File: src/common/mem_pkg.sv
package mem_pkg;

    //////////////////////////////////////////////////
    // address map and geometry
    //////////////////////////////////////////////////

    localparam logic [26:0] VIC_BASE = 27'h1800; // addr[31:5] of vic window
    localparam int VIC_REGS  = 32;
    localparam int VIC_WIDTH = 4;
    localparam int VIC_IDX_W = 5;                  // log2 of VIC_REGS

    localparam int DC_LINES = 16;
    localparam int DC_WORDS = 4;                   // words per line
    localparam int DC_IDX_W = 4;                   // line index bits
    localparam int DC_OFF_W = 2;                   // word offset bits
    localparam int DC_TAG_W = 32 - DC_IDX_W - DC_OFF_W - 2;

    localparam int REFILL_CNT_W = 2;

    //////////////////////////////////////////////////
    // enums
    //////////////////////////////////////////////////

    typedef enum logic [1:0] {
        MA_NONE  = 2'b00,
        MA_LOAD  = 2'b01,
        MA_STORE = 2'b10
    } ma_op_t;

    typedef enum logic [1:0] {
        DC_IDLE   = 2'b00,
        DC_REFILL = 2'b01,
        DC_WRITE  = 2'b10,
        DC_DONE   = 2'b11
    } dc_state_t;

    typedef logic [2:0] wb_ctrl_t; // write-back control, passed through

    //////////////////////////////////////////////////
    // structs
    //////////////////////////////////////////////////

    // execute -> memory access
    typedef struct packed {
        logic        valid;
        ma_op_t      op;
        logic        fwd_sel;  // take store data from write-back
        logic [31:0] addr;     // alu result
        logic [31:0] rs2_val;
        logic [31:0] wb_val;   // forwarded write-back value
        logic [31:0] pc;
        logic [4:0]  rd;
        wb_ctrl_t    wb_ctrl;
    } ma_req_t;

    // MA/WB pipeline register
    typedef struct packed {
        logic        valid;
        logic [31:0] alu_rsl;
        logic [31:0] mem_data;
        logic [31:0] pc;
        logic [4:0]  rd;
        wb_ctrl_t    wb_ctrl;
    } ma_wb_t;

    typedef struct packed {
        logic        valid;
        logic        is_store;
        logic [31:0] addr;
        logic [31:0] wdata;
    } dc_req_t;

    typedef struct packed {
        logic        done;   // one cycle pulse
        logic [31:0] rdata;
    } dc_rsp_t;

    // wishbone classic, master to slave
    typedef struct packed {
        logic        cyc;
        logic        stb;
        logic        we;
        logic [31:0] adr;
        logic [31:0] dat;
        logic [3:0]  sel;
    } wb_m2s_t;

    typedef struct packed {
        logic        ack;
        logic [31:0] dat;
    } wb_s2m_t;

    typedef logic [VIC_REGS-1:0][VIC_WIDTH-1:0] vic_cfg_t;

endpackage

File: src/design/vic_config_regs.sv
`timescale 1ns/1ps

module vic_config_regs (
    input  logic                               Clk,
    input  logic                               rst,
    input  logic [mem_pkg::VIC_IDX_W-1:0]      index,
    input  logic [mem_pkg::VIC_WIDTH-1:0]      wdata,
    input  logic                               we,
    output logic [mem_pkg::VIC_WIDTH-1:0]      rdata,
    output mem_pkg::vic_cfg_t                  cfg
);

    mem_pkg::vic_cfg_t regs; // one nibble per interrupt line

    //////////////////////////////////////////////////
    // write port
    //////////////////////////////////////////////////

    always_ff @(posedge Clk) begin
        if (rst) begin
            regs <= '0;                  // all sources unconfigured
        end else if (we) begin
            regs[index] <= wdata;
        end
    end

    //////////////////////////////////////////////////
    // read ports
    //////////////////////////////////////////////////

    // combinational read for loads in the same cycle
    assign rdata = regs[index];

    // whole table goes out to the interrupt controller
    assign cfg = regs;

endmodule

File: src/design/mem_access.sv
`timescale 1ns/1ps

module mem_access (
    input  logic                               Clk,
    input  logic                               rst,
    input  mem_pkg::ma_req_t                   req,
    output logic                               stall,
    output mem_pkg::ma_wb_t                    wb_out,
    output mem_pkg::dc_req_t                   dc_req,
    input  mem_pkg::dc_rsp_t                   dc_rsp,
    output logic [mem_pkg::VIC_IDX_W-1:0]      vic_index,
    output logic [mem_pkg::VIC_WIDTH-1:0]      vic_wdata,
    output logic                               vic_we,
    input  logic [mem_pkg::VIC_WIDTH-1:0]      vic_rdata
);

    logic [31:0] store_data;
    logic        is_load;
    logic        is_store;
    logic        in_vic;   // address falls in vic window
    logic        vic_acc;
    logic        mem_acc;
    logic [31:0] load_data;

    //////////////////////////////////////////////////
    // decode
    //////////////////////////////////////////////////

    assign is_load  = req.valid && (req.op == mem_pkg::MA_LOAD);
    assign is_store = req.valid && (req.op == mem_pkg::MA_STORE);

    // forwarding mux for store data
    assign store_data = req.fwd_sel ? req.wb_val : req.rs2_val;

    assign in_vic  = (req.addr[31:mem_pkg::VIC_IDX_W] == mem_pkg::VIC_BASE);
    assign vic_acc = (is_load || is_store) && in_vic;
    assign mem_acc = (is_load || is_store) && !in_vic;

    // vic register port
    assign vic_index = req.addr[mem_pkg::VIC_IDX_W-1:0];
    assign vic_wdata = store_data[mem_pkg::VIC_WIDTH-1:0]; // low nibble only
    assign vic_we    = vic_acc && is_store;

    // cache request, held until done
    assign dc_req.valid    = mem_acc;
    assign dc_req.is_store = is_store;
    assign dc_req.addr     = req.addr;
    assign dc_req.wdata    = store_data;

    assign stall = dc_req.valid && !dc_rsp.done; // vic never stalls

    // load result
    always_comb begin
        load_data = '0;
        if (is_load && vic_acc) begin
            load_data = {{(32 - mem_pkg::VIC_WIDTH){1'b0}}, vic_rdata}; // zero extend
        end else if (is_load && mem_acc) begin
            load_data = dc_rsp.rdata;
        end
    end

    //////////////////////////////////////////////////
    // MA/WB register
    //////////////////////////////////////////////////

    // bubble into write-back while stalled
    always_ff @(posedge Clk) begin
        if (rst) begin
            wb_out.valid <= 1'b0;
        end else begin
            wb_out.valid <= req.valid && !stall;
        end
    end

    always_ff @(posedge Clk) begin
        if (!stall) begin                      // accepting edge
            wb_out.alu_rsl  <= req.addr;
            wb_out.mem_data <= load_data;
            wb_out.pc       <= req.pc;
            wb_out.rd       <= req.rd;
            wb_out.wb_ctrl  <= req.wb_ctrl;
        end
    end

endmodule

File: src/dcache/refill_counter.sv
`timescale 1ns/1ps

module refill_counter (
    input  logic                                  Clk,
    input  logic                                  rst,
    input  logic                                  clr,
    input  logic                                  inc,
    output logic [mem_pkg::REFILL_CNT_W-1:0]      value,
    output logic                                  done
);

    localparam logic [mem_pkg::REFILL_CNT_W-1:0] LAST =
        mem_pkg::REFILL_CNT_W'(mem_pkg::DC_WORDS - 1);

    always_ff @(posedge Clk) begin
        if (rst || clr) begin
            value <= '0;
        end else if (inc) begin
            value <= value + 1'b1;   // wraps after the last word
        end
    end

    // high while the last word of the line is on the bus
    assign done = (value == LAST);

endmodule

File: src/dcache/dcache_array.sv
`timescale 1ns/1ps

module dcache_array (
    input  logic                               Clk,
    input  logic                               rst,
    input  logic [31:0]                        addr,
    output logic                               hit,
    output logic [31:0]                        rdata,
    input  logic                               we,
    input  logic                               fill_last,
    input  logic [mem_pkg::DC_OFF_W-1:0]       word,
    input  logic [31:0]                        wdata
);

    localparam int IDX_LSB = mem_pkg::DC_OFF_W + 2;
    localparam int TAG_LSB = IDX_LSB + mem_pkg::DC_IDX_W;

    logic [mem_pkg::DC_TAG_W-1:0] tags [mem_pkg::DC_LINES];
    logic [mem_pkg::DC_LINES-1:0] valid;
    logic [31:0]                  data [mem_pkg::DC_LINES][mem_pkg::DC_WORDS];

    logic [mem_pkg::DC_IDX_W-1:0] idx;
    logic [mem_pkg::DC_TAG_W-1:0] tag;
    logic [mem_pkg::DC_OFF_W-1:0] off;

    //////////////////////////////////////////////////
    // address split
    //////////////////////////////////////////////////

    assign off = addr[IDX_LSB-1:2];       // word in line
    assign idx = addr[TAG_LSB-1:IDX_LSB];
    assign tag = addr[31:TAG_LSB];

    //////////////////////////////////////////////////
    // lookup
    //////////////////////////////////////////////////

    assign hit   = valid[idx] && (tags[idx] == tag);
    assign rdata = data[idx][off];        // valid only with hit

    //////////////////////////////////////////////////
    // storage
    //////////////////////////////////////////////////

    always_ff @(posedge Clk) begin
        if (rst) begin
            valid <= '0;                  // cold cache
        end else if (we && fill_last) begin
            valid[idx] <= 1'b1;           // line complete
        end
    end

    always_ff @(posedge Clk) begin
        if (we) begin
            data[idx][word] <= wdata;     // refill word or store hit
            if (fill_last) begin
                tags[idx] <= tag;
            end
        end
    end

endmodule

File: src/dcache/dcache_ctrl.sv
`timescale 1ns/1ps

module dcache_ctrl (
    input  logic                                  Clk,
    input  logic                                  rst,
    input  mem_pkg::dc_req_t                      req,
    output mem_pkg::dc_rsp_t                      rsp,
    output mem_pkg::wb_m2s_t                      wbm,
    input  mem_pkg::wb_s2m_t                      wbs,
    input  logic                                  arr_hit,
    input  logic [31:0]                           arr_rdata,
    output logic                                  arr_we,
    output logic                                  arr_fill_last,
    output logic [mem_pkg::DC_OFF_W-1:0]          arr_word,
    output logic [31:0]                           arr_wdata,
    output logic                                  cnt_clr,
    output logic                                  cnt_inc,
    input  logic [mem_pkg::REFILL_CNT_W-1:0]      cnt_value,
    input  logic                                  cnt_done
);

    mem_pkg::dc_state_t state;
    mem_pkg::dc_state_t state_nxt;
    logic               cyc_q;     // bus cycle in flight
    logic               cyc_nxt;
    logic               is_load;
    logic               ack;       // ack of our own cycle

    assign is_load = req.valid && !req.is_store;
    assign ack     = cyc_q && wbs.ack;

    //////////////////////////////////////////////////
    // state register
    //////////////////////////////////////////////////

    always_ff @(posedge Clk) begin
        if (rst) begin
            state <= mem_pkg::DC_IDLE;
            cyc_q <= 1'b0;
        end else begin
            state <= state_nxt;
            cyc_q <= cyc_nxt;
        end
    end

    //////////////////////////////////////////////////
    // next state and array / counter controls
    //////////////////////////////////////////////////

    always_comb begin
        state_nxt     = state;
        cyc_nxt       = cyc_q;
        rsp.done      = 1'b0;
        rsp.rdata     = '0;
        arr_we        = 1'b0;
        arr_fill_last = 1'b0;
        arr_word      = req.addr[mem_pkg::DC_OFF_W+1:2]; // requested word
        arr_wdata     = req.wdata;
        cnt_clr       = 1'b0;
        cnt_inc       = 1'b0;
        case (state)
            mem_pkg::DC_IDLE: begin
                if (req.valid) begin
                    if (req.is_store) begin
                        state_nxt = mem_pkg::DC_WRITE;   // write-through
                        cyc_nxt   = 1'b1;
                    end else if (arr_hit) begin
                        rsp.done  = 1'b1;                // hit answers at once
                        rsp.rdata = arr_rdata;
                    end else begin
                        state_nxt = mem_pkg::DC_REFILL;
                        cyc_nxt   = 1'b1;
                        cnt_clr   = 1'b1;
                    end
                end
            end
            mem_pkg::DC_WRITE: begin
                if (ack) begin
                    cyc_nxt   = 1'b0;
                    state_nxt = mem_pkg::DC_DONE;
                    arr_we    = arr_hit;                 // no allocate on miss
                end
            end
            mem_pkg::DC_REFILL: begin
                if (ack) begin
                    arr_we        = 1'b1;
                    arr_word      = cnt_value;
                    arr_wdata     = wbs.dat;
                    arr_fill_last = cnt_done;            // tag + valid on last word
                    cnt_inc       = 1'b1;
                    cyc_nxt       = 1'b0;                // one idle cycle between words
                    if (cnt_done) begin
                        state_nxt = mem_pkg::DC_DONE;
                    end
                end else if (!cyc_q) begin
                    cyc_nxt = 1'b1;                      // next word
                end
            end
            mem_pkg::DC_DONE: begin
                rsp.done  = 1'b1;
                rsp.rdata = is_load ? arr_rdata : 32'h0; // line now resident
                state_nxt = mem_pkg::DC_IDLE;
            end
            default: state_nxt = mem_pkg::DC_IDLE;
        endcase
    end

    //////////////////////////////////////////////////
    // wishbone master
    //////////////////////////////////////////////////

    assign wbm.cyc = cyc_q;
    assign wbm.stb = cyc_q;
    assign wbm.we  = (state == mem_pkg::DC_WRITE);
    assign wbm.adr = (state == mem_pkg::DC_REFILL) ?
                     {req.addr[31:mem_pkg::DC_OFF_W+2], cnt_value, 2'b00} : // line base + word
                     req.addr;
    assign wbm.dat = req.wdata;
    assign wbm.sel = '1;                 // word accesses only

endmodule

File: src/design/mem_subsystem_top.sv
`timescale 1ns/1ps

module mem_subsystem_top (
    input  logic                Clk,
    input  logic                rst,
    input  mem_pkg::ma_req_t    ma_req,
    output logic                stall,
    output mem_pkg::ma_wb_t     ma_wb,
    output mem_pkg::wb_m2s_t    wbm,
    input  mem_pkg::wb_s2m_t    wbs,
    output mem_pkg::vic_cfg_t   vic_cfg
);

    // stage <-> cache
    mem_pkg::dc_req_t dc_req;
    mem_pkg::dc_rsp_t dc_rsp;

    // stage <-> vic regs
    logic [mem_pkg::VIC_IDX_W-1:0] vic_index;
    logic [mem_pkg::VIC_WIDTH-1:0] vic_wdata;
    logic                          vic_we;
    logic [mem_pkg::VIC_WIDTH-1:0] vic_rdata;

    // cache ctrl <-> array / counter
    logic                             arr_hit;
    logic [31:0]                      arr_rdata;
    logic                             arr_we;
    logic                             arr_fill_last;
    logic [mem_pkg::DC_OFF_W-1:0]     arr_word;
    logic [31:0]                      arr_wdata;
    logic                             cnt_clr;
    logic                             cnt_inc;
    logic [mem_pkg::REFILL_CNT_W-1:0] cnt_value;
    logic                             cnt_done;

    //////////////////////////////////////////////////
    // instances
    //////////////////////////////////////////////////

    mem_access u_mem_access (
        .Clk(Clk), .rst(rst), .req(ma_req), .stall(stall), .wb_out(ma_wb),
        .dc_req(dc_req), .dc_rsp(dc_rsp),
        .vic_index(vic_index), .vic_wdata(vic_wdata), .vic_we(vic_we),
        .vic_rdata(vic_rdata)
    );

    vic_config_regs u_vic_regs (
        .Clk(Clk), .rst(rst), .index(vic_index), .wdata(vic_wdata), .we(vic_we),
        .rdata(vic_rdata), .cfg(vic_cfg)
    );

    dcache_ctrl u_dcache_ctrl (
        .Clk(Clk), .rst(rst), .req(dc_req), .rsp(dc_rsp), .wbm(wbm), .wbs(wbs),
        .arr_hit(arr_hit), .arr_rdata(arr_rdata), .arr_we(arr_we),
        .arr_fill_last(arr_fill_last), .arr_word(arr_word), .arr_wdata(arr_wdata),
        .cnt_clr(cnt_clr), .cnt_inc(cnt_inc), .cnt_value(cnt_value), .cnt_done(cnt_done)
    );

    refill_counter u_refill_cnt (
        .Clk(Clk), .rst(rst), .clr(cnt_clr), .inc(cnt_inc),
        .value(cnt_value), .done(cnt_done)
    );

    // array is looked up with the live request address
    dcache_array u_dcache_array (
        .Clk(Clk), .rst(rst), .addr(dc_req.addr), .hit(arr_hit), .rdata(arr_rdata),
        .we(arr_we), .fill_last(arr_fill_last), .word(arr_word), .wdata(arr_wdata)
    );

endmodule

File: config.mk
export PLATFORM = sky130hd
export DESIGN_NAME = mem_subsystem_top
export DESIGN_NICKNAME = d
export VERILOG_FILES = /design/src/common/mem_pkg.sv /design/src/design/vic_config_regs.sv /design/src/design/mem_access.sv /design/src/dcache/refill_counter.sv /design/src/dcache/dcache_array.sv /design/src/dcache/dcache_ctrl.sv /design/src/design/mem_subsystem_top.sv
export SDC_FILE = /design/constraint.sdc
export NUM_CORES = 2
export LEC_CHECK = 0
export BUFFER_PORTS_ARGS = -buffer_cell sky130_fd_sc_hd__buf_2
export CAP_MARGIN = 10
export CORE_AREA = 5 5 505 507
export CTS_CLUSTER_SIZE = 20
export DETAILED_ROUTE_END_ITERATION = 7
export DIE_AREA = 0 0 510 512
export PLACE_DENSITY_LB_ADDON = 0.12
export SLEW_MARGIN = 0
export SYNTH_ARGS = -nofsm -noshare
export SYNTH_HDL_FRONTEND = slang
export SYNTH_SLANG_ARGS = --single-unit
File: constraint.sdc
create_clock -name Clk -period 8.25 [get_ports Clk]
set_clock_uncertainty 0.05 [all_clocks]
set_input_delay 1.2375 -clock Clk [delete_from_list [all_inputs] [get_ports Clk]]
set_output_delay 1.2375 -clock Clk [all_outputs]
set_load 0.005 [all_outputs]
# Word level (Yosys, flattened, before mapping)

Memory sizes are Yosys's and may differ from the RTL's.
Cells that the tools add are included.

Register bits after elaboration: 254
RAM bits: 2432
Input port bits: 175
Output and inout bits: 305
Logic and storage cells: 152
Memories: 2

$add $sub $neg: 1
Magnitude comparators: 7
Eq/ne operators: 13
Muxes and demuxes: 55
Bitwise logic cells: 4
Reductions and logical operators: 27

Memories:

| memory              | words | bits a word | read ports | clocked after memory_dff | wr ports | RTL line           | source |
|---|---|---|---|---|---|---|---|
| u_dcache_array.data | 16    | 128         | 1          | 0                        | 1        | dcache_array.sv:20 | `logic [31:0] data [mem_pkg::DC_LINES][mem_pkg::DC_WORDS];` |
| u_dcache_array.tags | 16    | 24          | 1          | 0                        | 1        | dcache_array.sv:18 | `logic [mem_pkg::DC_TAG_W-1:0] tags [mem_pkg::DC_LINES];` |

Operators by type and width:

| kind                   | count |
|---|---|
| $mux W32               | 7 |
| $bwmux W128            | 1 |
| $mux W128              | 1 |
| $mux W33               | 3 |
| $pmux W33 S2           | 1 |
| $bmux W32 S2           | 1 |
| $demux W32 S2          | 1 |
| $eq A27 B13 Y1 const B | 1 |
| $eq A24 B24 Y1         | 1 |
| $bmux W4 S5            | 1 |
| $demux W4 S5           | 1 |
| $mux W1                | 20 |
| $mux W4                | 5 |
| $logic_and A1 B1 Y1    | 16 |
| $mux W2                | 8 |
| $or A16 B16 Y16        | 1 |
| $eq A2 B2 Y1 const B   | 4 |
| $pmux W2 S4            | 1 |
| $ge A3 B3 Y1 const B   | 2 |
| $lt A5 B6 Y1 const B   | 1 |
| $ne A2 B1 Y1 const B   | 3 |
| $not A2 Y3             | 2 |
| $ge A5 B1 Y1 const B   | 1 |
| $lt A4 B5 Y1 const B   | 1 |
| other kinds (18)       | 23 |

# Depth between registers and ports, before layout

Depth after elaboration: 12
Depth in mapped cells: 15
Mapped depth without buffers: 9

# By module

A second synthesis with hierarchy kept.

Cell total of the unflattened synthesis: 4908
Area, all modules: 105593.8 µm²

Modules (own cells, without submodules):

| module          | times used | cells an instance | area an instance (µm²) | sequential area each (µm²) |
|---|---|---|---|---|
| dcache_array    | 1          | 3743              | 93631.0                | 73350.3 |
| vic_config_regs | 1          | 719               | 5999.5                 | 2562.5 |
| mem_access      | 1          | 251               | 4362.9                 | 3143.0 |
| dcache_ctrl     | 1          | 188               | 1508.9                 | 60.1 |
| refill_counter  | 1          | 7                 | 91.3                   | 40.0 |

# Worst setup path after synthesis

OpenSTA, ideal clock, no wires.

Path kind: input-to-reg
From: in ma_req[110] (netlist name)
To: reg u_mem_access.wb_out[0] (netlist name) (enable)
Setup time: 0.461 ns
Arrival: 5.773 ns
Required time: 7.739 ns
Setup slack: 1.965 ns
Cell stages on the path: 13
Path buffers: 4
Path through: buf_2 > buf_4 > buf_6 > buf_2 > mux4_2 > mux2i_1 > xor2_1 > o211ai_1 > o22ai_1 > nand3b_1 > or3_1 > o21ai_0 > a21o_1

Longest elaborated chain between the ends: 9
Elaborated cells on any way between the ends: 14
Those cells by class: eq/ne (2); mux (6); reduce/logical (5); memory (1)

Ends and longest elaborated chain:

| element                                               | RTL line               | source |
|---|---|---|
| start: declaration                                    | mem_subsystem_top.sv:6 | `input mem_pkg::ma_req_t ma_req,` |
| $mem_v2 Z16 W24 / $bmux W1 S4 (equally long branches) | n/a                    |  |
| $eq A24 B24 Y1 / $mux W1 (equally long branches)      | dcache_array.sv:38     | `assign hit = valid[idx] && (tags[idx] == tag);` |
| $logic_and A1 B1 Y1                                   | dcache_array.sv:38     |  |
| $mux W33                                              | dcache_ctrl.sv:67      | `end else if (arr_hit) begin` |
| $mux W33                                              | dcache_ctrl.sv:64      | `if (req.is_store) begin` |
| $mux W33                                              | dcache_ctrl.sv:63      | `if (req.valid) begin` |
| $pmux W33 S2                                          | dcache_ctrl.sv:61      | `case (state)` |
| $logic_not A1 Y1                                      | mem_access.sv:50       | `assign stall = dc_req.valid && !dc_rsp.done;` |
| $logic_and A1 B1 Y1 *                                 | mem_access.sv:50       |  |
| end: declaration                                      | mem_access.sv:8        | `output mem_pkg::ma_wb_t wb_out,` |

Every way passes the cells marked *; elsewhere a longest branch is shown, timed or not. The select of a mux whose other input is x is not followed.
A chain may end at the register's enable or synchronous reset.

# Worst setup path after layout

From: in ma_req[108] (netlist name)
To: out stall

Longest elaborated chain between the ends: 9
Elaborated cells on any way between the ends: 11
Those cells by class: eq/ne (1); mux (6); reduce/logical (3); memory (1)

Ends and longest elaborated chain:

| element                                               | RTL line               | source |
|---|---|---|
| $mem_v2 Z16 W24 / $bmux W1 S4 (equally long branches) | n/a                    |  |
| $eq A24 B24 Y1 / $mux W1 (equally long branches)      | dcache_array.sv:38     |  |
| $logic_and A1 B1 Y1 *                                 | dcache_array.sv:38     |  |
| $mux W33 *                                            | dcache_ctrl.sv:67      |  |
| $mux W33 *                                            | dcache_ctrl.sv:64      |  |
| $mux W33 *                                            | dcache_ctrl.sv:63      |  |
| $pmux W33 S2 *                                        | dcache_ctrl.sv:61      |  |
| $logic_not A1 Y1 *                                    | mem_access.sv:50       |  |
| $logic_and A1 B1 Y1 *                                 | mem_access.sv:50       |  |
| end: declaration                                      | mem_subsystem_top.sv:7 | `output logic stall,` |

Marks and branches as above.

==> results.sh <==
export IMPL_clockBufferDepth=4
export IMPL_gp_congestion=0.7931
export IMPL_cts_tree="yes"
export IMPL_drt_iter0_markers=5692
export IMPL_pre_cts_ws_ns=0.9178
export IMPL_overflow=0
export IMPL_final_nets=5689
export IMPL_dr_total_vias=52130
export IMPL_cp_num_buf_inv=4
export IMPL_ant_nets=0
export IMPL_postCtsSetupRepairBufs=0
export IMPL_tightest_slew_ns=1.179
export IMPL_synth_common_cells="edfxtp_1, mux4_2, nor2_1"
export IMPL_fmax_ghz=0.1509
export IMPL_wire_per_inst_um=32.41
export IMPL_cp_end_kind="primary output"
export IMPL_drt_pre_antenna_iters=5
export IMPL_worstPathRequired_ns=6.96
export IMPL_maxSlewViolCount=0
export IMPL_yosys_top_cells_area="edfxtp_1, mux4_2, dfxtp_1"
export IMPL_dieArea_sq_um=261100
export IMPL_slowest_stage="buf_12"
export IMPL_syn_area_sq_um=104400
export IMPL_cp_top_family="buffers and inverters"
export IMPL_synth_top_area_share_pct=72.95
export IMPL_synth_seq_cells=2686
export IMPL_grt_pass1_vias=52760
export IMPL_cap_violations=0
export IMPL_wl_mm=294.1
export IMPL_synthDistinctLibCells=64
export IMPL_finalCritPeriodShare_pct=80.34
export IMPL_tns_ns=0
export IMPL_rows=184
export IMPL_antenna_found_initial=10
export IMPL_max_stage_delay_ns=0.59
export IMPL_die_h_um=512
export IMPL_cts_buffers_inserted=304
export IMPL_met3_length_mm=17.40
export IMPL_synth_top_cell_by_area="edfxtp_1"
export IMPL_area_growth_pct=16.38
export IMPL_ioPinCount=480
export IMPL_drt_met1_wl_mm=124.9
export IMPL_dp_hpwl_mm=173.7
export IMPL_cts_sinks=2686
export IMPL_die_w_um=510
export IMPL_irDropWorstVdd_mv=0.2172
export IMPL_route_met2_wl_mm=143.4
export IMPL_worst_slack_ns=1.622
export IMPL_p_leak_nw=39.22
export IMPL_port_buffers=475
export IMPL_yosysSeqAreaShare_pct=75.83
export IMPL_ys_warn_count=0
export IMPL_grt_start_max_net_pins=136
export IMPL_power_density_nw_per_um2=245.8
export IMPL_start_kind="primary input"
export IMPL_hp_class="reg2reg"
export IMPL_synth_ff_type="edfxtp_1"
export IMPL_crit_type="in2out"
export IMPL_post_cts_resized=0
export IMPL_grt_pass1_wl_mm=413.1
export IMPL_synth_area_per_cell_sq_um=21.59
export IMPL_status="completed"
export IMPL_highest_layer="met5"
export IMPL_coreArea_sq_um=250000
export IMPL_htreeDepth=5
export IMPL_relSlewSlack_pct=21.22
export IMPL_crit_path_max_fanout=92
export IMPL_synth_edff_count=2536
export IMPL_insertion_delay_ns=0.93
export IMPL_n_fill_cell=20560
export IMPL_period_minus_slack_ns=6.628
export IMPL_whs_ns=0.4168
export IMPL_hold_viol_final=0
export IMPL_drive_gt1_share_pct=35.60
export IMPL_initial_core_util_pct=41.75
export IMPL_path_cells="buf_8, buf_12, buf_12, mux4_2, o21ai_0, nor3_1, nor3_1, nand3b_1, or3_1, o21ai_0, a21oi_1, buf_2"
export IMPL_track_usage_pct=22.22
export IMPL_rsz0062_at_grt="no"
export IMPL_drcViolationCount=0
export IMPL_crit_arrival_ns=5.34
export IMPL_setup_viol=0
export IMPL_synthArstFlopShare_pct=0
export IMPL_syn_inst=4835
export IMPL_hold_buffers=0
export IMPL_cts_root_buffer="clkbuf_16"
export IMPL_synth_most_common_cell="edfxtp_1"
export IMPL_routed_via_density=5.745
export IMPL_clk_pin_slew_worst_paths_ns=0.05
cell type report:
| type | count | area [sq um] | area share (%) |
|---|---|---|---|
| inverter | 14 | 52.55 | 0.04326 |
| clock buffer | 373 | 8014 | 6.596 |
| multi-input combinational | 1828 | 24530 | 20.19 |
| tap | 3348 | 4189 | 3.448 |
| sequential | 2686 | 79160 | 65.15 |
| clock inverter | 149 | 1216 | 1.001 |
| antenna | 2 | 5.005 | 0.004120 |
| timing repair buffer | 674 | 4329 | 3.563 |
per-layer routing:
layer / GRT usage [%] / up-vias
li1: - / 21470
met1: 31.66 / 28330
met2: 35.98 / 1900
met3: 3.398 / 427
met4: 5.993 / 2
met5: 0 / -
worst register-to-register path: cells and delay by family, from the launching register on:
family / cells / cell delay (ns)
AOI/OAI and AO/OA: 3 / 1.26
xor gates and xnor gates: 1 / 0.48
buffers and inverters: 2 / 0.83
DFF: 1 / 0.36
muxes: 1 / 0.46
and+or+nand+nor: 4 / 1.72
power breakdown:
part,total (mW),internal (mW),switching (mW)
logic,1.86,0.636,1.23
registers,15.3,15.2,0.0380
clock network,12.7,7.47,5.26
through the flow:
step | power [mW] | utilization, % | cells | instance area [sq um]
finish | 29.86 | 48.59 | 9074 | 121500
global route | 30.83 | 48.59 | 9073 | 121500
CTS | 30.20 | 48.58 | 9071 | 121500
detailed placement | 17.47 | 44.89 | 8549 | 112200
global placement | 17.45 | 44.89 | 8549 | 112200
floorplan | 16.64 | - | 4838 | 104400
flip-flops by register name, indices dropped and copies added, names as in the netlist:
register,cells
u_dcache_array.data,2048
u_dcache_array.tags,384
u_vic_regs.cfg,128
u_mem_access.wb_out,105
u_dcache_array.valid,16
u_dcache_ctrl.state,2
u_refill_cnt.value,2
u_dcache_ctrl.cyc_q,1
cell usage in the layout (no fill, tap or decap), drive strengths merged, types with 3 or more instances in the layout:
| cell | n |
|---|---|
| a41o | 4 |
| mux4 | 774 |
| o21ai | 10 |
| conb | 4 |
| or3 | 7 |
| nand2b | 4 |
| buf | 674 |
| a31oi | 6 |
| a21oi | 110 |
| inv | 23 |
| nand3 | 118 |
| a221oi | 11 |
| a22oi | 21 |
| clkinv | 115 |
| nand2 | 182 |
| and3 | 5 |
| clkbuf | 373 |
| bufinv | 19 |
| nand4 | 4 |
| xnor2 | 16 |
| dfxtp | 150 |
| o22ai | 7 |
| clkinvlp | 6 |
| xor2 | 17 |
| nor2b | 37 |
| and2 | 3 |
| nor3 | 16 |
| a22o | 9 |
| mux2i | 108 |
| nor3b | 5 |
| mux2 | 49 |
| edfxtp | 2536 |
| ha | 6 |
| nor4 | 7 |
| nor2 | 255 |
worst paths after layout:
kind / slack, ns / cells past startpoint / startpoint / end
worst max-delay path: 1.62 / 12 / ma_req[108] / stall
worst max register to register: 2.76 / 11 / u_dcache_array.tags[12][19]$_DFFE_PP_ / u_dcache_array.data[5][13]$_DFFE_PP_
worst min register to register: 0.42 / 2 / u_vic_regs.cfg[39]$_SDFFE_PP0P_ / u_vic_regs.cfg[39]$_SDFFE_PP0P_
worst min-delay path: 0.42 / 2 / u_vic_regs.cfg[39]$_SDFFE_PP0P_ / u_vic_regs.cfg[39]$_SDFFE_PP0P_
cell families (layout without fill, tap and decap cells):
logic type      after synthesis  after routing  share of synthesized area [%]
compound gates              199            199                          1.219
buf+inv                     324           1210                          1.547
xor+xnor                     33             33                         0.2769
other cells                   1              6                       0.003592
simple gates                655            655                          2.788
flops                      2686           2686                          75.83
fa+ha+maj                     6              6                        0.07192
mux                         931            931                          18.26
(Power assumes the default switching activity.)
